===== config.mk =====
export PLATFORM = sky130hd
export DESIGN_NAME = gpio_regs
export DESIGN_NICKNAME = d
export VERILOG_FILES = /design/src/source/krv_periph_pkg.sv /design/src/source/gpio_regs.sv
export SDC_FILE = /design/constraint.sdc
export NUM_CORES = 1
export LEC_CHECK = 0
export BUFFER_PORTS_ARGS = -buffer_cell sky130_fd_sc_hd__buf_2
export CAP_MARGIN = 20
export CORE_UTILIZATION = 34
export DETAILED_ROUTE_END_ITERATION = 8
export HOLD_SLACK_MARGIN = 0.02
export PLACE_DENSITY = 0.74
export SYNTH_ARGS = -nofsm -noshare
export SYNTH_HDL_FRONTEND = slang
export SYNTH_SLANG_ARGS = --single-unit

===== constraint.sdc =====
create_clock -name hclk -period 1 [get_ports hclk]
set_clock_uncertainty 0.2 [all_clocks]
set_input_delay 0.2 -clock hclk [delete_from_list [all_inputs] [get_ports hclk]]
set_output_delay 0.2 -clock hclk [all_outputs]
set_load 0.005 [all_outputs]

===== src/source/krv_periph_pkg.sv =====
`default_nettype none

package krv_periph_pkg;

	// Bus geometry
	parameter int ADDR_WIDTH = 32;
	parameter int DATA_WIDTH = 32;
	parameter int STRB_WIDTH = DATA_WIDTH / 8;

	// AHB transfer type, HTRANS encoding
	typedef enum logic [1:0] {
		IDLE   = 2'b00,
		BUSY   = 2'b01,
		NONSEQ = 2'b10,
		SEQ    = 2'b11
	} trans_t;

	// AHB transfer size, HSIZE encoding
	typedef enum logic [2:0] {
		BYTE = 3'b000,
		HALF = 3'b001,
		WORD = 3'b010
	} size_t;

	// Decoded target of a transfer
	typedef enum logic [1:0] {
		REGION_NONE,
		REGION_TCM,
		REGION_TIMER,
		REGION_GPIO
	} region_t;

	// Region bases, selected by the top address byte
	parameter logic [ADDR_WIDTH-1:0] TCM_BASE   = 32'h0000_0000;
	parameter logic [ADDR_WIDTH-1:0] TIMER_BASE = 32'h0200_0000;
	parameter logic [ADDR_WIDTH-1:0] GPIO_BASE  = 32'h1000_0000;

endpackage

`default_nettype wire


===== src/source/gpio_regs.sv =====
`timescale 1ns/10ps
`default_nettype none

module gpio_regs #(
	parameter int GPIO_WIDTH = 8
) (
	input  logic                                  hclk,
	input  logic                                  hresetn,
	input  logic                                  gpio_wr,
	input  logic                                  word_index,
	input  logic [krv_periph_pkg::DATA_WIDTH-1:0] wdata,
	output logic [krv_periph_pkg::DATA_WIDTH-1:0] gpio_rdata,
	input  logic [GPIO_WIDTH-1:0]                 gpio_in,
	output logic [GPIO_WIDTH-1:0]                 gpio_out
);

	import krv_periph_pkg::*;

	logic [GPIO_WIDTH-1:0] gpio_meta;
	logic [GPIO_WIDTH-1:0] gpio_sync;

	// Output register at offset 0x0, the input offset is read only
	always_ff @(posedge hclk or negedge hresetn) begin
		if (!hresetn)
			gpio_out <= '0;
		else if (gpio_wr && !word_index)
			gpio_out <= wdata[GPIO_WIDTH-1:0];
	end

	// Two flop synchronizer on the pins
	always_ff @(posedge hclk or negedge hresetn) begin
		if (!hresetn) begin
			gpio_meta <= '0;
			gpio_sync <= '0;
		end else begin
			gpio_meta <= gpio_in;
			gpio_sync <= gpio_meta;
		end
	end

	assign gpio_rdata = word_index ? DATA_WIDTH'(gpio_sync) : DATA_WIDTH'(gpio_out);

endmodule

`default_nettype wire


==> flow_metrics.tcl, run 1 <==
set metrics [dict create \
    status "finished, violations left" \
    violations "design-rule violations, negative hold slack, negative setup slack" \
    start_util 0.366 \
    ant_nets 0 \
    core_mm2 0.00283 \
    utilization 0.529 \
    crit_type "reg2out" \
    crit_arrival_ps 1100 \
    clockBufferDepth 2 \
    cap_viol_max_count 0 \
    netlist_area_mm2 0.00103 \
    die_h_um 57.2 \
    pre_cts_ws_ps -335 \
    start_kind "flip-flop" \
    fin_cells 159 \
    setup_viol_count_final 24 \
    synth_xor_area_frac 0 \
    min_from "wdata[0]" \
    diodes 0 \
    portBuffers 35 \
    startpoint "gpio_out[3]" \
    max_stage_delay_ps 410 \
    clock-sinks 24 \
    cts_tree "done" \
    synth_top_family_by_area "multiplexers" \
    fin_area_mm2 0.00150 \
    cp_max_fo 2 \
    cp_cell_sequence "mux2_4 -> buf_2" \
    wl_per_cell_um 11.8 \
    fin_crit_ps 1500 \
    end_kind "primary output" \
    fin_crit_sh 1.50 \
    crit_family "flip-flops" \
    synth.avg_cell_area_um2 15.2 \
    rows 19 \
    rsz0062_at_grt "true" \
    wirelength_um 1880 \
    antenna_found_initial 0 \
    seq_area_frac_synth 0.580 \
    dieArea_mm2 0.00327 \
    drt-pass1-iter-count 6 \
    dp.cells 138 \
    cts-buffers-inserted 3 \
    fin_ws_ps -505 \
    grt_max_degree 25 \
    hold_violations 8 \
    grt_pass1_vias 594 \
    nets 174 \
    synth-simple-area-share 0.0133 \
    powerDensity_mw_per_mm2 1420 \
    drv_slew 0 \
    required_ps 600 \
    ir_drop_mv 0.404 \
    num_vias 637 \
    mostFrequentLayoutCells "24 x conb_1, 24 x dfrtp_1, 22 x buf_2, 22 x buf_6, 13 x mux2_4" \
    area.growth.synth_to_final_pct 44.5 \
    global_route.usage.total 0.108 \
    grt_overflow 0 \
    synth_cell_type_count 8 \
    synth-compound-area-share 0 \
    hold_class "in2reg" \
    via_per_inst 4.01 \
    hpwl_um 1190 \
    htreeDepth 1 \
    pin_count 84 \
    clk_pin_slew_ps 120 \
    synthMuxAreaShare 0.203 \
    fmax_mhz 664 \
    hold_buffers 9 \
    r2r-start "gpio_out[2]" \
    p_leak_uw 0.000784 \
    drtIter0Drc 69 \
    clk_latency_ps 300 \
    root_buffer "clkbuf_4" \
    drive_gt1_frac 0.555 \
    slowest_stage "dfrtp_1" \
    ys_ff_latch 24 \
    whs_ps -71.0 \
    crit_buf_inv 1 \
    ys_warn_count 0 \
    grt_pass1_wl_um 2680 \
    gp_congestion 0.648 \
    placed_area_mm2 0.00118 \
    synth_fa_ha_area_frac 0 \
    syn-instance-count 68 \
    drc 7 \
    die-width_um 57.2 \
]
state kept, by name, summed over array words and instances, names as in the netlist:
name	flops
gpio_meta	8
gpio_out	8
gpio_sync	8
worst reg2reg max path, stage by stage, from the launching register on:
cell	delay [ps]
dfrtp_1	410
buf_4	140
buf_6	110
buf_6	100
mux2_4	270
routing by layer:
metal | vias to the layer above | global-route usage | part of all wire
met1 | 314 | 0.132 | 0.36
met2 | 33 | 0.195 | 0.58
met4 | 0 | 0.0209 | 0
met5 | - | 0 | 0
li1 | 290 | - | -
met3 | 0 | 0.0272 | 0.062
area by class of cell:
class / instances / area, um^2
repair buffers: 60 / 500
clock buffers: 3 / 22.5
multi-input cells: 41 / 333
well taps: 31 / 38.8
flip-flops and latches: 24 / 601
fillers: 241 / 1330
final timing paths:
check	to	slack, ps	cells past startpoint
max in group asynchronous	gpio_out[1]	190	2
worst min-delay path	gpio_out[0]	-70	2
worst max-delay path	gpio_rdata[3]	-500	2
worst max register to register	gpio_out[2]	-320	4
min in group asynchronous	gpio_out[3]	160	2
worst min register to register	gpio_sync[3]	160	0
power breakdown:
| group | internal (uW) | switching [uW] | total (uW) |
|---|---|---|---|
| Clock | 140 | 249 | 389 |
| Sequential | 1050 | 39.8 | 1090 |
| Combinational | 442 | 204 | 646 |
| Total | 1630 | 493 | 2120 |
stage by stage:
stage,setup TNS [ps],hold slack (ps),total power (uW)
final,-8380,-71.0,2120
after global routing,-9300,-88.1,2240
after CTS,-7920,-84.4,2080
after detailed placement,-5040,9.97,1480
after global placement,-4840,-10.2,1460
after floorplan,-1760,-296,1350
Yosys cell counts:
cell     instances  area (um^2)
buf_4           24          180
buf_6            1         11.3
buf_8            1         15.0
conb_1           1         3.75
dfrtp_1         24          601
mux2_2           8         90.1
mux2_4           8          120
nor2b_4          1         13.8
logic make-up (layout without fill, tap and decap cells):
family / after synthesis / count (layout)
mux: 16 / 16
simple gates: 1 / 1
other cells: 1 / 24
buf+inv: 26 / 63
flops: 24 / 24
repair_timing:
action,4_1_cts,5_1_grt
pin swaps,0,0
hold endpoints to repair,40,8
setup buffers,7,6
gates resized for setup,19,12
endpoints found under the setup margin,21,48
gates cloned,0,0
Note: power is estimated with default switching activity, not from simulation.
==> inputs of run 2 (changes only) <==
BUFFER_PORTS_ARGS = -buffer_cell sky130_fd_sc_hd__buf_4   (was -buffer_cell sky130_fd_sc_hd__buf_2)
CELL_PAD_IN_SITES_DETAIL_PLACEMENT = 0   (was default)
CELL_PAD_IN_SITES_GLOBAL_PLACEMENT = 1   (was default)
CORE_UTILIZATION = 25   (was 34)
PLACE_DENSITY = default   (was 0.74)
PLACE_DENSITY_LB_ADDON = 0.1   (was default)
==> flow_metrics.tcl, run 2 (synthesis gave the netlist of run 1 again) <==
set metrics [dict create \
    fin_tns_setup_ps -7880 \
    p_leak_uw 0.000841 \
    drtIter0Drc 10 \
    antenna_found_initial 0 \
    drv_slew 0 \
    cts-buffers-inserted 3 \
    die_h_um 66.3 \
    rows 23 \
    required_ps 600 \
    dieArea_mm2 0.00440 \
    end_kind "primary output" \
    area.growth.synth_to_final_pct 58.3 \
    grt_pass1_wl_um 2930 \
    ir_drop_mv 1.03 \
    cap_viol_max_count 0 \
    r2r_cells 3 \
    wirelength_um 1870 \
    setup_viol_count_final 24 \
    grt_max_degree 25 \
    fin_area_mm2 0.00164 \
    top_regs "gpio_meta x8, gpio_out x8, gpio_sync x8" \
    drive_gt1_frac 0.562 \
    num_vias 642 \
    nets 175 \
    core_mm2 0.00400 \
    clk_pin_slew_ps 90 \
    fmax_mhz 686 \
    mostFrequentLayoutCells "31 x buf_4, 24 x conb_1, 24 x dfrtp_1" \
    violations "negative hold slack, negative setup slack" \
    portBuffers 35 \
    whs_ps -45.7 \
    fin_crit_ps 1460 \
    drc 0 \
    placed_area_mm2 0.00132 \
    htreeDepth 1 \
    clock-sinks 24 \
    gp_congestion 0.730 \
    dp.cells 161 \
    cts_tree "done" \
    via_per_inst 3.57 \
    hpwl_um 1280 \
    diodes 0 \
    drt-pass1-iter-count 5 \
    layout_commonest_cell "buf_4" \
    hold_violations 8 \
    min_path_cells 2 \
    clockBufferDepth 2 \
    pin_count 84 \
    status "finished, violations left" \
    crit_arrival_ps 1060 \
    design_power_total_uw 2600 \
    die-width_um 66.3 \
    hold_class "in2reg" \
    fin_cells 180 \
    grt_pass1_vias 600 \
    rsz0062_at_grt "true" \
    start_util 0.259 \
    wl_per_cell_um 10.4 \
    grt_overflow 0 \
    fin_ws_ps -457 \
    start_kind "flip-flop" \
    cp_max_fo 2 \
    crit_type "reg2out" \
    clk_latency_ps 260 \
    fin_crit_sh 1.46 \
    hold_buffers 9 \
    powerDensity_mw_per_mm2 1590 \
    ant_nets 0 \
    global_route.usage.total 0.0916 \
    root_buffer "clkbuf_8" \
]
==> run 2: changes by cell type in the layout (fill, tap and decap cells not counted), moves of 3 or more <==
| cell | before | now |
|---|---|---|
| mux2_2 | 3 | 0 |
| buf_4 | 6 | 31 |
| clkbuf_8 | 0 | 3 |
| mux2_4 | 13 | 16 |
| buf_2 | 22 | 0 |
| clkbuf_4 | 4 | 0 |
==> run 2: through the flow <==
step	utilization	setup WS, ps
final	0.409	-457
after floorplan	-	-175
after global placement	0.331	-315
after global routing	0.409	-491
after detailed placement	0.331	-328
after CTS	0.397	-466
==> run 2: final timing paths <==
kind | from | slack, ps | endpoint
worst max register to register | gpio_out[7] | -200 | gpio_out[7]
min in group asynchronous | hresetn | 160 | gpio_out[6]
worst min register to register | gpio_meta[0] | 140 | gpio_sync[0]
worst max-delay path | gpio_out[6] | -460 | gpio_rdata[6]
worst min-delay path | wdata[1] | -50 | gpio_out[1]
max in group asynchronous | hresetn | 210 | gpio_sync[4]
==> run 2: what timing repair did <==
item	4_1_cts	5_1_grt
setup buffers	2	6
endpoints found under the setup margin	24	24
endpoints found under the hold margin	40	8
gates resized for setup	26	4
==> run 2: critical path: stages (launching register included) <==
cell and delay, ps:
dfrtp_1 390, mux2_4 280, buf_6 120
==> run 2: layout make-up <==
class	instances	area, um^2
Timing Repair Buffer	61	559
Clock inverter	1	30.0
Fill cell	402	2360
Tap cell	50	62.6
Multi-Input combinational cell	41	344
Clock buffer	3	41.3
Sequential cell	24	601
==> run 2: per-layer routing <==
| metal | GRT usage | wire length [um] | vias to the layer above | part of all wire |
|---|---|---|---|---|
| met1 | 0.117 | 752 | 314 | 0.40 |
| met2 | 0.145 | 985 | 32 | 0.53 |
| li1 | - | - | 294 | - |
| met5 | 0 | 0 | - | 0 |
| met4 | 0.0160 | 6 | 0 | 0.0032 |
| met3 | 0.0379 | 123 | 2 | 0.066 |
==> run 2: power by group <==
group / total [uW] / internal [uW] / switching [uW] / leakage, uW
logic: 677 / 477 / 200 / 0.000525
registers: 1090 / 1050 / 36.0 / 0.000280
clock network: 839 / 535 / 304 / 0.0000357
total: 2600 / 2060 / 540 / 0.000841
