$ cat src/source/krv_periph_pkg.sv
`default_nettype none

package krv_periph_pkg;

	// Bus geometry
	parameter int ADDR_WIDTH = 32;
	parameter int DATA_WIDTH = 32;
	parameter int STRB_WIDTH = DATA_WIDTH / 8;

	// AHB transfer type, HTRANS encoding
	typedef enum logic [1:0] {
		IDLE   = 2'b00,
		BUSY   = 2'b01,
		NONSEQ = 2'b10,
		SEQ    = 2'b11
	} trans_t;

	// AHB transfer size, HSIZE encoding
	typedef enum logic [2:0] {
		BYTE = 3'b000,
		HALF = 3'b001,
		WORD = 3'b010
	} size_t;

	// Decoded target of a transfer
	typedef enum logic [1:0] {
		REGION_NONE,
		REGION_TCM,
		REGION_TIMER,
		REGION_GPIO
	} region_t;

	// Region bases, selected by the top address byte
	parameter logic [ADDR_WIDTH-1:0] TCM_BASE   = 32'h0000_0000;
	parameter logic [ADDR_WIDTH-1:0] TIMER_BASE = 32'h0200_0000;
	parameter logic [ADDR_WIDTH-1:0] GPIO_BASE  = 32'h1000_0000;

endpackage

`default_nettype wire

$ cat src/source/core_timer.sv
`timescale 1ns/10ps
`default_nettype none

module core_timer (
	input  logic                                  hclk,
	input  logic                                  hresetn,
	input  logic                                  timer_wr,
	input  logic [1:0]                            word_index,
	input  logic [krv_periph_pkg::DATA_WIDTH-1:0] wdata,
	output logic [krv_periph_pkg::DATA_WIDTH-1:0] timer_rdata,
	output logic                                  timer_int
);

	logic [63:0] mtime;
	logic [63:0] mtimecmp;
	logic        wr_time_lo;
	logic        wr_time_hi;
	logic        wr_cmp_lo;
	logic        wr_cmp_hi;

	// Register map 0x0 mtime lo, 0x4 mtime hi, 0x8 cmp lo, 0xC cmp hi
	assign wr_time_lo = timer_wr && (word_index == 2'd0);
	assign wr_time_hi = timer_wr && (word_index == 2'd1);
	assign wr_cmp_lo  = timer_wr && (word_index == 2'd2);
	assign wr_cmp_hi  = timer_wr && (word_index == 2'd3);

	// Free running unless software loads a half
	always_ff @(posedge hclk or negedge hresetn) begin
		if (!hresetn) begin
			mtime <= '0;
		end else if (wr_time_lo) begin
			mtime <= {mtime[63:32], wdata};
		end else if (wr_time_hi) begin
			mtime <= {wdata, mtime[31:0]};
		end else begin
			mtime <= mtime + 64'd1;
		end
	end

	// All ones keeps the interrupt quiet out of reset
	always_ff @(posedge hclk or negedge hresetn) begin
		if (!hresetn) begin
			mtimecmp <= '1;
		end else if (wr_cmp_lo) begin
			mtimecmp[31:0] <= wdata;
		end else if (wr_cmp_hi) begin
			mtimecmp[63:32] <= wdata;
		end
	end

	// Interrupt level, one cycle behind the compare
	always_ff @(posedge hclk or negedge hresetn) begin
		if (!hresetn)
			timer_int <= 1'b0;
		else
			timer_int <= (mtime >= mtimecmp);
	end

	always_comb begin
		case (word_index)
			2'd0:    timer_rdata = mtime[31:0];
			2'd1:    timer_rdata = mtime[63:32];
			2'd2:    timer_rdata = mtimecmp[31:0];
			default: timer_rdata = mtimecmp[63:32];
		endcase
	end

endmodule

`default_nettype wire

$ cat config.mk
export PLATFORM = sky130hd
export DESIGN_NAME = core_timer
export DESIGN_NICKNAME = d
export VERILOG_FILES = /design/src/source/krv_periph_pkg.sv /design/src/source/core_timer.sv
export SDC_FILE = /design/constraint.sdc
export NUM_CORES = 1
export LEC_CHECK = 0
export BUFFER_PORTS_ARGS = -buffer_cell sky130_fd_sc_hd__clkbuf_2
export CELL_PAD_IN_SITES_DETAIL_PLACEMENT = 1
export CELL_PAD_IN_SITES_GLOBAL_PLACEMENT = 1
export CORE_MARGIN = 2
export CORE_UTILIZATION = 52
export CTS_CLUSTER_DIAMETER = 50
export DETAILED_ROUTE_END_ITERATION = 12
export GPL_TIMING_DRIVEN = 1
export PLACE_DENSITY = 0.9
export SLEW_MARGIN = 40
export SYNTH_ARGS = -nofsm -noshare
export SYNTH_HDL_FRONTEND = slang
export SYNTH_SLANG_ARGS = --single-unit
export TNS_END_PERCENT = 5
$ cat constraint.sdc
create_clock -name hclk -period 6.14 [get_ports hclk]
set_clock_uncertainty 0.15 [all_clocks]
set_input_delay 0.307 -clock hclk [delete_from_list [all_inputs] [get_ports hclk]]
set_output_delay 0.307 -clock hclk [all_outputs]
set_load 0.03 [all_outputs]
==> impl_metrics.ini, run 1 <==
[power]
p_per_area_mw_per_mm2 = 363
power.total_mw = 3.68
power.leakage_nw = 4.33
vdd_drop_max_v = 0.000334

[timing]
tightestPinTransition_ns = 0.822
rsz0062_at_grt = false
slew_viol_final = 0
fin_setup_tns_ns = 0
period_share_pct = 49.3
max_slew_margin_pct = 44.7
period_needed_ns = 3.03
fmax_mhz = 330
hold_violations = 0
whs_ns = 0.00772
setup_viol = 0

[clock_network]
clk_path_buf_depth = 2
hold_buffers = 5
root_buffer = clkbuf_16
numCtsBuffers = 17
cts_max_level = 4
post-cts-setup-buffers = 0
cts_resized = 0
clk_latency_ns = 0.45
clk_pin_slew_ns = 0.06
cts_tree = built
clock-sinks = 129

[die]
core_mm2 = 0.0167
die_area_mm2 = 0.0183
io_pins = 70
start_util_pct = 53.6
die_h_um = 135
core.rowCount = 47
die_w_um = 135

[logic_synthesis]
synth_top_area_share_pct = 18.8
yosysMostFrequentCell = inv_1
postSynthCellCount = 891
synthArstFlopShare_pct = 100
ys_seq_area_share_pct = 37.0
yosys-top-cells-area = dfstp_2 19%, dfrtp_1 18%, ha_1 9.1%
ys.flop_type = dfrtp_1
synthTopCellsByCount = 73 x inv_1, 65 x dfrtp_1, 65 x ha_1
synth-xor-area-share_pct = 0.196
syn-num-nets = 993
synth_top_cell_by_area = dfstp_2
yosys_warnings = 0
netlist_area_mm2 = 0.00895
synthMuxAreaShare_pct = 16.0
synth-seq-cells = 129
syn_avg_cell_area_um2 = 10.0
synthAdderAreaFrac_pct = 9.09
synth_edf_count = 0
synth_compound_area_share_pct = 14.5
synth_cell_types = 75
synth_simple_gate_area_share_pct = 17.8
synth_top_family_by_area = simple AND/OR/NAND/NOR gates

[detailed_routing]
top_layer = met4
met1Wirelength_mm = 12.1
viasPerCell = 6.94
totalWireLength_mm = 30.8
dr_wl_met3_mm = 2.52
dr_total_vias = 8227
first_iter_violations = 897
postRouteAntennaNets = 0
routedWlPerCell_um = 26.0
drc = 0
routed-wl-met2_mm = 14.9
first_pass_iters = 5

[placed_design]
gp_congestion = 0.904
place_area_mm2 = 0.00946
portBuffers = 69
hpwl_mm = 20.5

[cells_and_area]
nNetsFinal = 1055
area_delta_synth_final_pct = 13.4
antennaDiodeCount = 0
fill_cells = 1864
drive_gt1_share_pct = 31.4
final_area_mm2 = 0.0101

[critical_path]
cp_slowest_cell = nor4_1
rr_worst_depth = 8
worst_ep_required_time_ns = 6.30
r2r_start = mtimecmp[47]
critical_path_peak_fanout = 3
crit_type = flop to flop
cp-end-kind = flop
crit_path_start_kind = flop
cp_slowest_stage_delay_ns = 0.74
path_cells = inv_1, ha_1, nand4_1, nor4_1, o21ai_0, nand4_1, a21oi_1, o21ai_0
cp-startpoint = mtimecmp[47]
cp.arrival_ns = 3.18

[global_route]
grt_usage_pct = 35.1
grt_pass1_vias = 8706
grt.overflow.total = 0
antenna_found_initial = 0
grt_pass1_wl_mm = 48.4
grt_max_degree = 52

[worst_hold_path]
hp-class = input pin to flop
min-delay-start = wdata[17]
whs_path_depth = 3

[run]
cap_viol_max_count = 0

[run_status]
status = completed
-- worst max-delay path, delay by kind of cell (launching register included) --
kind,cells,cell delay (ns)
simple gates,3,1.20
fa+ha+maj,1,0.30
buf+inv,1,0.06
flops,1,0.55
compound gates,3,0.63
-- kinds of logic after synthesis --
kind of cell / count (synthesis)
AND/OR/NAND/NOR: 286
XOR/XNOR: 2
multiplexers: 95
flip-flops: 129
adder cells (fa/ha/maj): 65
buffers and inverters: 115
AO/OA/AOI/OAI: 199
-- flip-flops by register name (all words and copies together) (netlist names) --
signal / cells
mtimecmp: 64
timer_int: 1
mtime: 64
-- power breakdown --
group          internal, mW  switching (mW)
clock network         0.683           0.437
logic                 0.498           0.705
registers              1.08           0.275
-- through the flow --
step                      utilization, %  worst slack, ns  std cells
after floorplan                        -             3.85        891
after global placement              56.6             3.18       1149
after detailed placement            56.6             3.09       1149
after CTS                           60.7             3.24       1186
after global routing                60.7             3.04       1186
final                               60.7             3.11       1186
-- final cells by class --
type	count	area [um2]	share of cell area, %
multi-input cells	647	5170	51.0
repair buffers	85	480	4.74
flip-flops and latches	129	3310	32.6
inverters	73	274	2.70
well taps	220	275	2.71
clock inverters	15	209	2.06
clock buffers	17	425	4.19
-- path summary, 6_finish.rpt --
path                                     end  slack (ns)
worst max-delay path               timer_int        3.11
worst min-delay path               mtime[49]       0.008
worst max register to register     timer_int        3.11
worst min register to register  mtimecmp[39]        0.34
max in group asynchronous          mtime[45]        4.48
min in group asynchronous          mtime[17]        0.30
-- routing by layer --
layer  vias to the layer above  global-route usage (%)
met4                         0                    16.6
met3                       116                    7.93
met5                         -                       0
li1                       3488                       -
met2                       446                    57.5
met1                      4177                    44.3
-- cells in the final DEF, fill, tap and decap left out, drive strengths merged, types with 3 or more instances in the layout --
cell type	count
clkbuf	84
a31oi	5
nand2b	4
dfstp	64
or3	3
o22ai	9
bufinv	4
a221oi	4
a21boi	3
inv	75
clkinv	6
o221a	7
nand2	60
nor2	58
nand4	29
ha	65
o311ai	4
mux2	60
buf	13
a211oi	9
o211ai	7
nor3	16
nor4	16
and4	12
clkinvlp	3
a21oi	61
and3	20
a311oi	11
mux4	32
nor2b	5
a211o	9
or2	3
mux2i	3
dfrtp	65
and2	8
o21ai	44
nand3	47
a21o	10
dlygate4sd3	5
(Power assumes the default switching activity.)
==> run 2, diff against run 1 <==
--- a/config.mk
+++ b/config.mk
@@ -9,11 +9,11 @@
 export CELL_PAD_IN_SITES_DETAIL_PLACEMENT = 1
 export CELL_PAD_IN_SITES_GLOBAL_PLACEMENT = 1
 export CORE_MARGIN = 2
-export CORE_UTILIZATION = 52
+export CORE_UTILIZATION = 48
 export CTS_CLUSTER_DIAMETER = 50
 export DETAILED_ROUTE_END_ITERATION = 12
 export GPL_TIMING_DRIVEN = 1
-export PLACE_DENSITY = 0.9
+export PLACE_DENSITY = 0.84
 export SLEW_MARGIN = 40
 export SYNTH_ARGS = -nofsm -noshare
 export SYNTH_HDL_FRONTEND = slang
==> constraint.sdc (replaced) <==
create_clock -name hclk -period 3.15 [get_ports hclk]
set_clock_uncertainty 0.15 [all_clocks]
set_input_delay 0.1575 -clock hclk [delete_from_list [all_inputs] [get_ports hclk]]
set_output_delay 0.1575 -clock hclk [all_outputs]
set_load 0.03 [all_outputs]
==> run 2 against run 1 <==
- hold slack gained 0.094 ns
- via count grew 1.3%
- final cell count grew 4.0%
- final area grew 4.0%
- flip-flop and latch count is the same
- sequential power grew 93%
- clock power grew 100%
- critical path type unchanged
- largest cell class unchanged
==> impl_metrics.ini, run 2 (synthesis gave the netlist of run 1 again) <==
[cells_and_area]
fill_cells = 1988
largest_registers = mtime: 64 flops, mtimecmp: 64 flops, timer_int: 1 flops
layout_commonest_cell = inv_1
drive_gt1_share_pct = 31.2
area_delta_synth_final_pct = 17.9
seq_area_mm2 = 0.00331
multiInputGateArea_mm2 = 0.00516
final_cell_mix = 73 x inv_1, 68 x clkbuf_2, 65 x ha_1, 65 x dfrtp_1, 64 x dfstp_2
nNetsFinal = 1094
antennaDiodeCount = 0

[placed_design]
dp_slack_ns = 0.385
hpwl_mm = 21.4
portBuffers = 69
gp_congestion = 0.974

[clock_network]
cts_tree = built
clk_latency_ns = 0.45
root_buffer = clkbuf_16
clk_pin_slew_ns = 0.06
clock-sinks = 129
cts_resized = 0
cts_max_level = 4
clk_path_buf_depth = 2
post-cts-setup-buffers = 0
numCtsBuffers = 17
hold_buffers = 33

[worst_hold_path]
hp-class = input pin to asynchronous set/reset pin

[global_route]
grtUsageMet1_pct = 43.5
antenna_found_initial = 0
grt_max_degree = 56
grt_usage_pct = 33.1
use_met3_pct = 6.15
grt_pass1_wl_mm = 50.4
grt_pass1_vias = 8800
met2_usage_pct = 54.0
grt.overflow.total = 0
busiest_layer = met2

[timing]
timing.final.ws_setup_ns = 0.198
fin_setup_tns_ns = 0
period_needed_ns = 2.95
whs_ns = 0.102
tightestPinTransition_ns = 0.795
slew_viol_final = 0
hold_violations = 0
max_slew_margin_pct = 47.0
rsz0062_at_grt = false
fmax_mhz = 339
setup_viol = 0
period_share_pct = 93.7

[critical_path]
critPathTopFamily = simple AND/OR/NAND/NOR gates
cp_num_cells = 7
cp_slowest_stage_delay_ns = 0.53
crit_path_start_kind = flop
crit_end = mtime[32]
cp_slowest_cell = nor2_2
cp-end-kind = flop
cp_num_buf_inv = 0
reg2reg_slack_ns = 0.20
cp-startpoint = mtime[1]
critical_path_peak_fanout = 8
r2r_start = mtime[1]
crit_type = flop to flop
rr_worst_depth = 7
r2r-end = mtime[32]
cp.arrival_ns = 3.13
path_cells = ha_1, and3_1, nand4_1, nor2_2, nand4_1, and3_1, a211o_1
worst_ep_required_time_ns = 3.33

[run_status]
status = completed

[power]
p_switching_mw = 2.73
p_comb_share_pct = 33.2
swShare_pct = 37.5
power.leakage_nw = 4.52
seqPwrFrac_pct = 36.0
p_int_mw = 4.54
vdd_drop_max_v = 0.000432
p_per_area_mw_per_mm2 = 689
p_clk_share_pct = 30.8

[die]
die_area_mm2 = 0.0197
start_util_pct = 49.3
die_h_um = 141
core_mm2 = 0.0181
io_pins = 70
core.rowCount = 49
die_w_um = 141

[detailed_routing]
totalWireLength_mm = 31.7
drc = 0
first_iter_violations = 823
first_pass_iters = 5
viasPerCell = 6.75
postRouteAntennaNets = 0
dr_total_vias = 8332
routedWlPerCell_um = 25.7

[run]
cap_viol_max_count = 0
-- run 2: cell count changes in the layout (fill, tap and decap cells not counted), sizes merged --
cell | before | now
clkinvlp | 3 | 1
clkinv | 6 | 8
bufinv | 4 | 5
inv | 75 | 73
clkbuf | 84 | 86
dlygate4sd3 | 5 | 33
buf | 13 | 23
-- run 2: stage by stage --
step	cells	instance area, um2	utilization [%]	power, mW
finish	1234	10600	58.1	7.27
detailed placement	1169	9570	52.7	4.89
floorplan	891	8950	-	4.09
global route	1234	10600	58.1	7.61
CTS	1234	10600	58.1	7.23
global placement	1169	9570	52.7	4.75
-- run 2: layout make-up --
type | count | share of cell area, %
repair buffers | 124 | 8.23
inverters | 73 | 2.60
multi-input cells | 647 | 48.9
flip-flops and latches | 129 | 31.4
clock inverters | 14 | 2.02
clock buffers | 18 | 4.16
well taps | 229 | 2.72
-- run 2: how the worst min path moves through the flow --
stage / start / slack, ns / cells after the start / endpoint
floorplan: hresetn / -0.29 / 0 / mtime[0]
global placement: hresetn / 0.03 / 1 / mtime[15]
detailed placement: hresetn / 0.03 / 1 / mtime[15]
CTS: hresetn / 0.11 / 2 / mtime[17]
global route: hresetn / 0.18 / 2 / mtime[51]
finish: hresetn / 0.10 / 2 / mtime[15]
-- run 2: layer usage --
metal	wire length, um	vias up
met1	13000	4228
met3	2240	112
met4	1210	0
met2	15300	421
li1	-	3571
met5	0	-
-- run 2: power groups by stage --
stage / combinational [mW] / sequential, mW / clock (mW)
2_1_floorplan: 1.67 / 2.43 / 0
3_3_place_gp: 2.17 / 2.57 / 0
3_5_place_dp: 2.29 / 2.60 / 0
4_1_cts: 2.38 / 2.59 / 2.25
5_1_grt: 2.62 / 2.68 / 2.31
6_report: 2.42 / 2.62 / 2.24
