<file path="src/source/krv_periph_pkg.sv">
`default_nettype none

package krv_periph_pkg;

	// Bus geometry
	parameter int ADDR_WIDTH = 32;
	parameter int DATA_WIDTH = 32;
	parameter int STRB_WIDTH = DATA_WIDTH / 8;

	// AHB transfer type, HTRANS encoding
	typedef enum logic [1:0] {
		IDLE   = 2'b00,
		BUSY   = 2'b01,
		NONSEQ = 2'b10,
		SEQ    = 2'b11
	} trans_t;

	// AHB transfer size, HSIZE encoding
	typedef enum logic [2:0] {
		BYTE = 3'b000,
		HALF = 3'b001,
		WORD = 3'b010
	} size_t;

	// Decoded target of a transfer
	typedef enum logic [1:0] {
		REGION_NONE,
		REGION_TCM,
		REGION_TIMER,
		REGION_GPIO
	} region_t;

	// Region bases, selected by the top address byte
	parameter logic [ADDR_WIDTH-1:0] TCM_BASE   = 32'h0000_0000;
	parameter logic [ADDR_WIDTH-1:0] TIMER_BASE = 32'h0200_0000;
	parameter logic [ADDR_WIDTH-1:0] GPIO_BASE  = 32'h1000_0000;

endpackage

`default_nettype wire

</file>
<file path="src/source/ahb_slave_port.sv">
`timescale 1ns/10ps
`default_nettype none

module ahb_slave_port #(
	parameter int TCM_WORDS = 1024,
	localparam int INDEX_WIDTH = $clog2(TCM_WORDS)
) (
	input  logic                                   hclk,
	input  logic                                   hresetn,
	input  krv_periph_pkg::trans_t                 htrans,
	input  logic [krv_periph_pkg::ADDR_WIDTH-1:0]  haddr,
	input  logic                                   hwrite,
	input  krv_periph_pkg::size_t                  hsize,
	input  logic [krv_periph_pkg::DATA_WIDTH-1:0]  hwdata,
	output logic [krv_periph_pkg::DATA_WIDTH-1:0]  hrdata,
	output logic                                   tcm_wr,
	output logic                                   timer_wr,
	output logic                                   gpio_wr,
	output logic [INDEX_WIDTH-1:0]                 word_index,
	output logic [krv_periph_pkg::STRB_WIDTH-1:0]  byte_strb,
	output logic [krv_periph_pkg::DATA_WIDTH-1:0]  wdata,
	input  logic [krv_periph_pkg::DATA_WIDTH-1:0]  tcm_rdata,
	input  logic [krv_periph_pkg::DATA_WIDTH-1:0]  timer_rdata,
	input  logic [krv_periph_pkg::DATA_WIDTH-1:0]  gpio_rdata
);

	import krv_periph_pkg::*;

	localparam logic [ADDR_WIDTH-1:0] TCM_BYTES = ADDR_WIDTH'(TCM_WORDS * 4);

	logic [ADDR_WIDTH-1:0] tcm_offset;
	logic                  xfer_valid;
	region_t               region_d;
	logic [STRB_WIDTH-1:0] strb_d;
	region_t               region_q;
	logic                  write_q;

	assign xfer_valid = (htrans == NONSEQ) || (htrans == SEQ);
	assign tcm_offset = haddr - TCM_BASE;

	// Address phase decode, TCM also bounded by its depth
	always_comb begin
		region_d = REGION_NONE;
		if (xfer_valid) begin
			if (tcm_offset < TCM_BYTES)
				region_d = REGION_TCM;
			else if (haddr[ADDR_WIDTH-1 -: 8] == TIMER_BASE[ADDR_WIDTH-1 -: 8])
				region_d = REGION_TIMER;
			else if (haddr[ADDR_WIDTH-1 -: 8] == GPIO_BASE[ADDR_WIDTH-1 -: 8])
				region_d = REGION_GPIO;
		end
	end

	// Lanes from size and low address bits
	always_comb begin
		case (hsize)
			BYTE:    strb_d = STRB_WIDTH'(1) << haddr[1:0];
			HALF:    strb_d = haddr[1] ? 4'b1100 : 4'b0011;
			default: strb_d = '1;
		endcase
	end

	always_ff @(posedge hclk or negedge hresetn) begin
		if (!hresetn) begin
			region_q <= REGION_NONE;
			write_q  <= 1'b0;
		end else begin
			region_q <= region_d;
			write_q  <= xfer_valid && hwrite;
		end
	end

	// Word index and lanes for the data phase
	always_ff @(posedge hclk) begin
		word_index <= haddr[INDEX_WIDTH+1:2];
		byte_strb  <= strb_d;
	end

	// One pulse per slave, only in the data phase of a write
	assign tcm_wr   = write_q && (region_q == REGION_TCM);
	assign timer_wr = write_q && (region_q == REGION_TIMER);
	assign gpio_wr  = write_q && (region_q == REGION_GPIO);

	assign wdata = hwdata;

	// Unmapped space reads as zero
	always_comb begin
		case (region_q)
			REGION_TCM:   hrdata = tcm_rdata;
			REGION_TIMER: hrdata = timer_rdata;
			REGION_GPIO:  hrdata = gpio_rdata;
			default:      hrdata = '0;
		endcase
	end

endmodule

`default_nettype wire

</file>
<file path="config.mk">
export PLATFORM = sky130hd
export DESIGN_NAME = ahb_slave_port
export DESIGN_NICKNAME = d
export VERILOG_FILES = /design/src/source/krv_periph_pkg.sv /design/src/source/ahb_slave_port.sv
export SDC_FILE = /design/constraint.sdc
export NUM_CORES = 1
export LEC_CHECK = 0
export ABC_CLOCK_PERIOD_IN_PS = 1300
export BUFFER_PORTS_ARGS = -buffer_cell sky130_fd_sc_hd__clkbuf_2
export CORE_AREA = 3 3 94 96
export DETAILED_ROUTE_END_ITERATION = 10
export DIE_AREA = 0 0 97 99
export SKIP_CTS_REPAIR_TIMING = 1
export SLEW_MARGIN = 20
export SYNTH_ARGS = -nofsm -noshare
export SYNTH_HDL_FRONTEND = slang
export SYNTH_SLANG_ARGS = --single-unit
</file>
<file path="constraint.sdc">
create_clock -name hclk -period 1.3 [get_ports hclk]
set_input_delay 0.065 -clock hclk [delete_from_list [all_inputs] [get_ports hclk]]
set_output_delay 0.065 -clock hclk [all_outputs]
set_load 0.02 [all_outputs]
</file>
==> summary.md, run 1 <==
### Logic synthesis
• **total nets after synthesis** 317
• **number of instances in the synthesized netlist** 149
• **sequential cell area fraction in the yosys report** 22.3%
• **post-synthesis register bit count** 17
• **number of different library cells in the post-synthesis netlist** 23
• **Avg Synthesized Cell Area** 10.7 um^2
• **netlist area before placement** 0.00159 mm^2
• **Yosys Warn Count** 0

### Worst setup path
• **required arrival time at the worst endpoint** 1240 ps
• **startpoint type of the worst setup path** flop
• **crit path kind** flop to primary output
• **WP data arrival** 1600 ps
• **cell at the slowest stage of the critical path** dfrtp_2
• **crit-path max FO** 7
• **chain of cells forming the critical path** buf_12 > clkbuf_16 > mux2_4 > a22o_1 > buf_6
• **Worst setup EP type** primary output
• **slowest stage delay, CP** 410 ps

### Placed design
• **half-perimeter wire length after placement** 4830 um
• **Post-Place Worst Slack** -65.2 ps
• **number of buffers inserted by port buffering** 183
• **GP Congestion** 0.884

### Pwr
• **Sw Share** 24.3%
• **Cell Pwr Density** 494 mW/mm^2
• **internal power component** 1.02 mW
• **share of power burned in the clock network** 29.5%
• **LEAKAGE** 1.47 nW
• **total power** 1.35 mW
• **switching pwr** 0.330 mW
• **combinational share of power** 29.6%
• **Max VDD drop** 371 uV
• **sequential power share** 40.9%

### Clocking
• **CTS clk-pin slew, worst paths** 70 ps
• **maximum number of buffers from clock root to sink** 2
• **CTS tree** done
• **Clock Tree Root** clkbuf_8
• **total CTS buffers** 3
• **CTS sink count** 17
• **Max H-tree Level** 1

### Route
• **number of vias in the routed layout** 1802
• **starting DRC count in detailed routing** 23
• **detailed-route DRC error count** 0
• **drt wl/cell** 14.1 um
• **ratio of routed vias to standard cells** 4.31
• **drt pass-1 iters** 4
• **final antenna-violating net count** 0
• **DRT Wirelength** 5880 um

### Floorplan
• **total die area** 0.00960 mm^2
• **Core ar.** 0.00813 mm^2
• **die width** 97 um
• **initial standard-cell utilization of the core** 19.6%
• **die height** 99 um
• **standard-cell row count** 33
• **ports placed on the boundary** 249

### Timing
• **final critical delay including setup and external delays** 1660 ps
• **Slew headroom** 82.2%
• **setup-violating endpoint count in the final report** 34
• **setup repair after global routing missed its margin** true
• **worst hold-check slack** 7.47 ps
• **part of the cycle the worst path needs** 128%
• **number of max-slew violations in the final report** 0
• **final critical-path setup slack** -362 ps
• **final hold violations** 0
• **worst-margin pin slew** 263 ps
• **fmax** 0.602 GHz

### Cells and area
• **Antenna diodes** 0
• **FILL cells** 858
• **register cell area after layout** 357 um^2
• **multi-input gate area in the final layout** 882 um^2
• **share of final-layout standard cells stronger than drive strength 1** 74.1%
• **layout-stage area growth over the synthesis result** 72.0%
• **# nets final** 482

### Global routing
• **global router's overall resource usage** 10.6%
• **gr ovfl total** 0
• **pin count of the biggest net entering global routing** 34
• **initial antenna violation count** 0
• **number of global-route vias before repair** 1787
• **wire length of the first global-routing pass** 8580 um

### Run
• **max cap viols** 0

### Status
• **result of the run** complete, but fails checks
• **violations in the final reports** setup timing

### Worst hold path
• **type of the tightest min-delay check** primary input to flop

-- cells in the mapped netlist --
cell type,count,share of area [%]
nor4_1,3,1.2
buf_4,32,15
o21ai_0,4,1.3
nor2_1,4,0.94
buf_8,2,1.9
a22o_1,32,18
mux2_2,4,2.8
nor2b_4,1,0.86
nor2b_1,1,0.39
a31oi_1,1,0.39
mux2_4,28,26
nor3_1,2,0.63
inv_1,1,0.24
buf_6,6,4.2
and2_1,2,0.78
clkbuf_1,2,0.47
dfrtp_1,3,4.7
nor4b_1,1,0.55
dfxtp_1,14,18
xnor2_1,1,0.55
and3_1,1,0.39
buf_2,2,0.63
nand2_1,2,0.47
-- registers in the layout (all words and copies together) (netlist names) --
name        count
word_index     10
write_q         1
region_q        2
byte_strb       4
-- metrics by stage --
| step | utilization, % | setup TNS (ps) | std cells | area [um^2] |
|---|---|---|---|---|
| CTS | 29.6 | -10420 | 403 | 2400 |
| global placement | 29.0 | -310 | 399 | 2360 |
| global route | 33.7 | -13010 | 418 | 2740 |
| detailed placement | 29.0 | -969 | 399 | 2360 |
| finish | 33.7 | -10970 | 418 | 2740 |
| floorplan | - | 0 | 149 | 1590 |
-- cell usage in the layout, fill, tap and decap left out, types with 2 or more instances in the layout --
master / netlist / routed
dlygate4sd3_1: 0 / 11
dfxtp_1: 14 / 14
a22o_1: 32 / 32
dfrtp_1: 3 / 2
buf_6: 6 / 25
nand2_1: 2 / 2
nor4_1: 3 / 3
o21ai_0: 4 / 4
nor2_1: 4 / 4
mux2_2: 4 / 4
buf_2: 2 / 4
clkbuf_16: 0 / 2
buf_12: 0 / 3
clkbuf_8: 0 / 3
clkbuf_2: 0 / 158
mux2_4: 28 / 28
nor3_1: 2 / 2
-- cell type report --
| type | count | area share, % |
|---|---|---|
| clock buffer | 3 | 1.51 |
| clock inverter | 1 | 0.228 |
| inverter | 1 | 0.137 |
| multi-input combinational | 87 | 32.2 |
| sequential | 17 | 13.0 |
| tap | 105 | 4.79 |
| timing repair buffer | 204 | 48.2 |
-- worst paths after layout --
check | start | slack [ps] | endpoint | cells past startpoint
max | region_q[1]$_DFF_PN0_ | -360 | hrdata[9] | 5
min | haddr[25] | 7 | region_q[0]$_DFF_PN0_ | 2
max in group asynchronous | hresetn | 1050 | region_q[1]$_DFF_PN0_ | 2
min in group asynchronous | hresetn | 130 | write_q$_DFF_PN0_ | 2
-- power groups by stage --
stage / Combinational [mW] / Clock, mW / Sequential, mW
5_1_grt: 0.438 / 0.462 / 0.556
3_3_place_gp: 0.365 / 0 / 0.565
6_report: 0.401 / 0.399 / 0.554
3_5_place_dp: 0.373 / 0 / 0.566
2_1_floorplan: 0.248 / 0 / 0.594
4_1_cts: 0.375 / 0.425 / 0.554
-- worst max-delay path: cells and delay by family, from the launching register on --
kind	cells	cell delay [ps]
muxes	1	290
AOI/OAI and AO/OA	1	200
DFF	1	410
buffers and inverters	3	440
-- cells by family after synthesis --
kind of cell              after synthesis  synth area share [%]
buffers and inverters                  45                  22.5
AOI/OAI and AO/OA                      37                  19.2
xor gates and xnor gates                1                 0.550
muxes                                  32                  29.2
DFF                                    17                  22.3
and+or+nand+nor                        17                  6.20
-- metal layers --
layer | GRT usage, % | part of all wire [%]
met1 | 11.3 | 35
met2 | 19.4 | 52
met3 | 4.88 | 11
met4 | 2.16 | 1.8
met5 | 0 | 0
No activity file was read; power rests on OpenSTA's default activity.
==> inputs of run 2 (changes only) <==
- TNS_END_PERCENT: unset -> 1
==> run 2 against run 1 <==
The flow still finishes with violations (setup timing). Power about the same. Count of clock-buffer cells in the layout stayed put. Flip-flop and latch count unchanged. Final cell count did not move. Worst hold slack unchanged.
==> summary.md, run 2 (same netlist as run 1, synthesis figures left out) <==
### Status
• **result of the run** complete, but fails checks, unchanged
• **violations in the final reports** setup timing, unchanged

### Route
• **ratio of routed vias to standard cells** 4.31, unchanged
• **DRT Wirelength** 5880 um, about the same
• **number of vias in the routed layout** 1802, unchanged
• **detailed-route DRC error count** 0, unchanged
• **drt pass-1 iters** 4, unchanged
• **final antenna-violating net count** 0, unchanged
• **starting DRC count in detailed routing** 12, was 23
• **drt wl/cell** 14.1 um, about the same

### Worst hold path
• **Min-Delay Path Depth** 2, unchanged
• **hold path startpoint** haddr[25], unchanged
• **type of the tightest min-delay check** primary input to flop, unchanged
• **worst min-delay path endpoint** region_q[0]$_DFF_PN0_, unchanged

### Clocking
• **CTS tree** done, unchanged
• **maximum number of buffers from clock root to sink** 2, unchanged
• **Clock Tree Root** clkbuf_8, unchanged
• **CTS sink count** 17, unchanged
• **Max H-tree Level** 1, unchanged
• **total CTS buffers** 3, unchanged
• **CTS clk-pin slew, worst paths** 70 ps, about the same

### Pwr
• **switching pwr** 0.330 mW, about the same
• **LEAKAGE** 1.45 nW, was 1.47 nW
• **combinational share of power** 29.6%, about the same
• **Cell Pwr Density** 509 mW/mm^2, was 494 mW/mm^2
• **Sw Share** 24.4%, was 24.3%
• **sequential power share** 40.9%, about the same
• **share of power burned in the clock network** 29.5%, about the same
• **Max VDD drop** 371 uV, about the same
• **internal power component** 1.02 mW, about the same

### Timing
• **final critical-path setup slack** -360 ps, was -362 ps
• **fmax** 0.602 GHz, about the same
• **setup repair after global routing missed its margin** true, unchanged
• **number of max-slew violations in the final report** 0, unchanged
• **final hold violations** 0, unchanged
• **final critical delay including setup and external delays** 1660 ps, about the same
• **Slew headroom** 82.2%, unchanged
• **part of the cycle the worst path needs** 128%, about the same
• **setup-violating endpoint count in the final report** 34, unchanged
• **worst-margin pin slew** 263 ps, unchanged

### Placed design
• **number of buffers inserted by port buffering** 183, unchanged
• **instance count after placement with tap cells included** 399, unchanged
• **half-perimeter wire length after placement** 4830 um, unchanged
• **GP Congestion** 0.884, unchanged

### Global routing
• **number of global-route vias before repair** 1787, unchanged
• **global router's overall resource usage** 10.6%, unchanged
• **pin count of the biggest net entering global routing** 34, unchanged
• **initial antenna violation count** 0, unchanged
• **gr ovfl total** 0, unchanged
• **wire length of the first global-routing pass** 8580 um, unchanged

### Floorplan
• **initial standard-cell utilization of the core** 19.6%, unchanged
• **standard-cell row count** 33, unchanged
• **Core ar.** 0.00813 mm^2, unchanged
• **total die area** 0.00960 mm^2, unchanged
• **die height** 99 um, unchanged
• **die width** 97 um, unchanged
• **ports placed on the boundary** 249, unchanged

### Cells and area
• **register name with the most flops** word_index, unchanged
• **commonest non-fill, non-tap cell in the layout** clkbuf_2, unchanged
• **most frequent cells in the layout** 163 x clkbuf_2, 32 x a22o_1, 28 x mux2_4, was 158 x clkbuf_2, 32 x a22o_1, 28 x mux2_4
• **# nets final** 482, unchanged
• **layout-stage area growth over the synthesis result** 66.9%, was 72.0%
• **Largest register FFs** 10, unchanged
• **share of final-layout standard cells stronger than drive strength 1** 74.1%, unchanged
• **share of the core filled with cells** 32.7%, was 33.7%
• **top flop regs** word_index (10), byte_strb (4), region_q (2), unchanged
• **FILL cells** 858, unchanged
• **Antenna diodes** 0, unchanged
• **Cell Count, Final, Fillers Out** 418, unchanged

### Worst setup path
• **buffer and inverter count on the worst path** 3, unchanged
• **crit-path max FO** 7, unchanged
• **startpoint type of the worst setup path** flop, unchanged
• **required arrival time at the worst endpoint** 1240 ps, about the same
• **crit path kind** flop to primary output, unchanged
• **gate family responsible for the most delay along the worst path** buffers and inverters, unchanged
• **critical path depth** 5, unchanged
• **cell at the slowest stage of the critical path** dfrtp_2, unchanged
• **slowest stage delay, CP** 410 ps, about the same
• **chain of cells forming the critical path** buf_12 > clkbuf_16 > mux2_4 > a22o_1 > buf_6, unchanged
• **Worst setup EP type** primary output, unchanged
• **WP data arrival** 1590 ps, was 1600 ps

### Run
• **max cap viols** 0, unchanged

-- run 2: changes by cell type in the layout (fill, tap and decap cells not counted), sizes merged --
cell    previous run  this run
buf               33        28
clkbuf           163       168
-- run 2: final cells by class --
class                   count  area [um^2]  share of cell area (%)
repair buffers            204         1240                    46.6
well taps                 105          131                    4.94
clock inverters             1         6.26                   0.235
inverters                   1         3.75                   0.141
clock buffers               3         41.3                    1.55
flip-flops and latches     17          357                    13.4
multi-input cells          87          882                    33.2
-- run 2: how the worst max path moves through the flow --
stage | start | to | slack [ps]
detailed placement | region_q[1]$_DFF_PN0_ | hrdata[27] | -70
global route | region_q[1]$_DFF_PN0_ | hrdata[15] | -410
CTS | region_q[1]$_DFF_PN0_ | hrdata[27] | -350
floorplan | region_q[1]$_DFF_PN0_ | hrdata[0] | 70
global placement | region_q[1]$_DFF_PN0_ | hrdata[27] | -40
finish | region_q[1]$_DFF_PN0_ | hrdata[28] | -360
-- run 2: per-stage QoR --
step / cell area, um^2 / power [mW] / setup TNS (ps) / worst slack, ps / hold WS [ps]
4_1_cts: 2400 / 1.35 / -10420 / -349 / -408
5_1_grt: 2660 / 1.45 / -13120 / -413 / 12.2
3_5_place_dp: 2360 / 0.939 / -969 / -65.2 / -131
3_3_place_gp: 2360 / 0.930 / -310 / -42.7 / -131
2_1_floorplan: 1590 / 0.842 / 0 / 66.9 / -231
6_report: 2660 / 1.35 / -11050 / -360 / 7.47
-- run 2: layer usage --
metal	track usage, %	vias to the layer above	wire length [um]
li1	-	844	-
met2	19.4	131	3060
met4	2.16	0	110
met1	11.3	814	2050
met5	0	-	0
met3	4.88	13	661
-- run 2: power groups by stage --
| stage | combinational [mW] | clock, mW | sequential [mW] |
|---|---|---|---|
| finish | 0.400 | 0.399 | 0.554 |
| global route | 0.437 | 0.462 | 0.556 |
| CTS | 0.375 | 0.425 | 0.554 |
| detailed placement | 0.373 | 0 | 0.566 |
| global placement | 0.365 | 0 | 0.565 |
| floorplan | 0.248 | 0 | 0.594 |
==> inputs of run 3 (changes only) <==
- CORE_AREA: 3 3 94 96 -> 3 3 96 98
- DIE_AREA: 0 0 97 99 -> 0 0 99 101
- REMOVE_ABC_BUFFERS: unset -> 1
==> run 3 against run 2 <==
Combinational power is essentially flat. Power grew 0.80%. Final cell count up 0.24%. The flow still finishes with violations (setup timing). Non-clock buffer count shrank 2. Sequential share of layout area rose by 0.58 points. Wire length increased by 15%. Count of clock-buffer cells in the layout unchanged. Largest cell class unchanged. Worst setup slack improved by 28 ps. Critical endpoint is now hrdata[10]. Largest power group unchanged. Global-route usage rose by 1.6 points. Flip-flop and latch count is the same.
==> summary.md, run 3 (same netlist as run 1, synthesis figures left out) <==
### Timing
• **part of the cycle the worst path needs** 126%, was 128%
• **worst-margin pin slew** 266 ps, was 263 ps
• **Slew headroom** 82.0%, was 82.2%
• **final critical delay including setup and external delays** 1630 ps, was 1660 ps
• **setup repair after global routing missed its margin** true, unchanged
• **final critical-path setup slack** -332 ps, was -360 ps
• **setup-violating endpoint count in the final report** 34, unchanged
• **number of max-slew violations in the final report** 0, unchanged
• **fmax** 0.613 GHz, was 0.602 GHz
• **final hold violations** 0, unchanged

### Clocking
• **CTS sink count** 17, unchanged
• **Clock Tree Root** clkbuf_8, unchanged
• **CTS tree** done, unchanged
• **CTS clk-pin slew, worst paths** 70 ps, about the same
• **maximum number of buffers from clock root to sink** 2, unchanged
• **Max H-tree Level** 1, unchanged
• **total CTS buffers** 3, unchanged

### Placed design
• **half-perimeter wire length after placement** 5880 um, was 4830 um
• **number of buffers inserted by port buffering** 183, unchanged
• **Post-Place Worst Slack** -103 ps, was -65.2 ps
• **GP Congestion** 0.744, was 0.884

### Worst hold path
• **Min-Delay Path Depth** 2, unchanged
• **worst min-delay path endpoint** region_q[0]$_DFF_PN0_, unchanged
• **type of the tightest min-delay check** primary input to flop, unchanged
• **hold path startpoint** haddr[25], unchanged

### Route
• **detailed-route DRC error count** 0, unchanged
• **DRT Wirelength** 6750 um, was 5880 um
• **number of vias in the routed layout** 1808, was 1802
• **final antenna-violating net count** 0, unchanged
• **starting DRC count in detailed routing** 21, was 12
• **drt wl/cell** 16.1 um, was 14.1 um
• **ratio of routed vias to standard cells** 4.32, was 4.31
• **drt pass-1 iters** 4, unchanged

### Cells and area
• **share of final-layout standard cells stronger than drive strength 1** 74.0%, was 74.1%
• **Largest register FFs** 10, unchanged
• **Antenna diodes** 0, unchanged
• **# nets final** 480, was 482
• **top flop regs** word_index (10), byte_strb (4), region_q (2), unchanged
• **layout-stage area growth over the synthesis result** 60.5%, was 66.9%
• **FILL cells** 896, was 858
• **commonest non-fill, non-tap cell in the layout** clkbuf_2, unchanged
• **most frequent cells in the layout** 171 x clkbuf_2, 32 x a22o_1, 28 x mux2_4, was 163 x clkbuf_2, 32 x a22o_1, 28 x mux2_4
• **share of the core filled with cells** 29.9%, was 32.7%
• **register name with the most flops** word_index, unchanged

### Status
• **violations in the final reports** setup timing, unchanged
• **result of the run** complete, but fails checks, unchanged

### Worst setup path
• **WP data arrival** 1570 ps, was 1590 ps
• **Worst setup EP type** primary output, unchanged
• **crit path kind** flop to primary output, unchanged
• **required arrival time at the worst endpoint** 1240 ps, about the same
• **startpoint type of the worst setup path** flop, unchanged
• **crit-path max FO** 9, was 7

### Floorplan
• **initial standard-cell utilization of the core** 18.6%, was 19.6%
• **ports placed on the boundary** 249, unchanged
• **standard-cell row count** 34, was 33
• **Core ar.** 0.00855 mm^2, was 0.00813 mm^2
• **die height** 101 um, was 99 um
• **total die area** 0.0100 mm^2, was 0.00960 mm^2
• **die width** 99 um, was 97 um

### Global routing
• **initial antenna violation count** 0, unchanged
• **gr ovfl total** 0, unchanged
• **number of global-route vias before repair** 1766, was 1787
• **global router's overall resource usage** 12.2%, was 10.6%
• **wire length of the first global-routing pass** 9470 um, was 8580 um
• **pin count of the biggest net entering global routing** 34, unchanged

### Pwr
• **Max VDD drop** 457 uV, was 371 uV
• **Cell Pwr Density** 533 mW/mm^2, was 509 mW/mm^2
• **LEAKAGE** 1.42 nW, was 1.45 nW

### Run
• **max cap viols** 0, unchanged

-- run 3: changes by cell type in the layout (fill, tap and decap cells not counted) --
cell and delta:
buf_6 -11, buf_4 +4, clkbuf_2 +8, dfrtp_1 -1
dfrtp_2 +1, buf_8 +2, buf_12 -1, and2_4 -1
and2_1 +1, buf_2 -2, clkbuf_16 -2
-- run 3: worst max-delay path by stage --
| stage | from | endpoint | slack (ps) |
|---|---|---|---|
| after floorplan | region_q[1]$_DFF_PN0_ | hrdata[0] | -1070 |
| after global placement | region_q[1]$_DFF_PN0_ | hrdata[10] | -90 |
| after detailed placement | region_q[1]$_DFF_PN0_ | hrdata[10] | -100 |
| after CTS | region_q[1]$_DFF_PN0_ | hrdata[10] | -390 |
| after global routing | region_q[1]$_DFF_PN0_ | hrdata[10] | -400 |
| final | region_q[1]$_DFF_PN0_ | hrdata[10] | -330 |
-- run 3: through the flow --
stage | setup TNS, ps | power (mW) | std cells | instance area (um^2) | hold WS, ps
after floorplan | -36020 | 0.696 | 105 | 1240 | -231
after global placement | -1030 | 0.931 | 403 | 2360 | -129
after detailed placement | -1710 | 0.940 | 403 | 2360 | -128
after CTS | -11290 | 1.37 | 407 | 2400 | -407
after global routing | -11880 | 1.46 | 419 | 2560 | 7.71
final | -9610 | 1.36 | 419 | 2560 | 2.48
-- run 3: worst max-delay path, cell delays in order (launching register included) --
cell,delay (ps)
dfrtp_2,450
buf_8,170
mux2_2,330
a22o_1,200
buf_2,160
-- run 3: final cells by class --
class / count / area [um^2] / area share [%]
flip-flops and latches: 17 / 358 / 14.0
inverters: 1 / 3.75 / 0.147
well taps: 108 / 135 / 5.28
repair buffers: 202 / 1130 / 44.4
clock inverters: 1 / 6.26 / 0.244
multi-input cells: 87 / 880 / 34.4
clock buffers: 3 / 41.3 / 1.61
-- run 3: power breakdown --
part	internal, mW	switching (mW)	leakage [nW]	total, mW
Clock	0.217	0.196	0.0260	0.413
Combinational	0.258	0.139	1.24	0.397
Sequential	0.546	0.00765	0.155	0.554
Total	1.02	0.343	1.42	1.36
-- run 3: layer usage --
layer	global-route usage [%]	routed length, um	vias to the layer above
li1	-	-	840
met1	15.3	2700	788
met2	17.0	2790	172
met3	8.79	1190	6
met4	1.58	21	2
met5	3.59	46	-
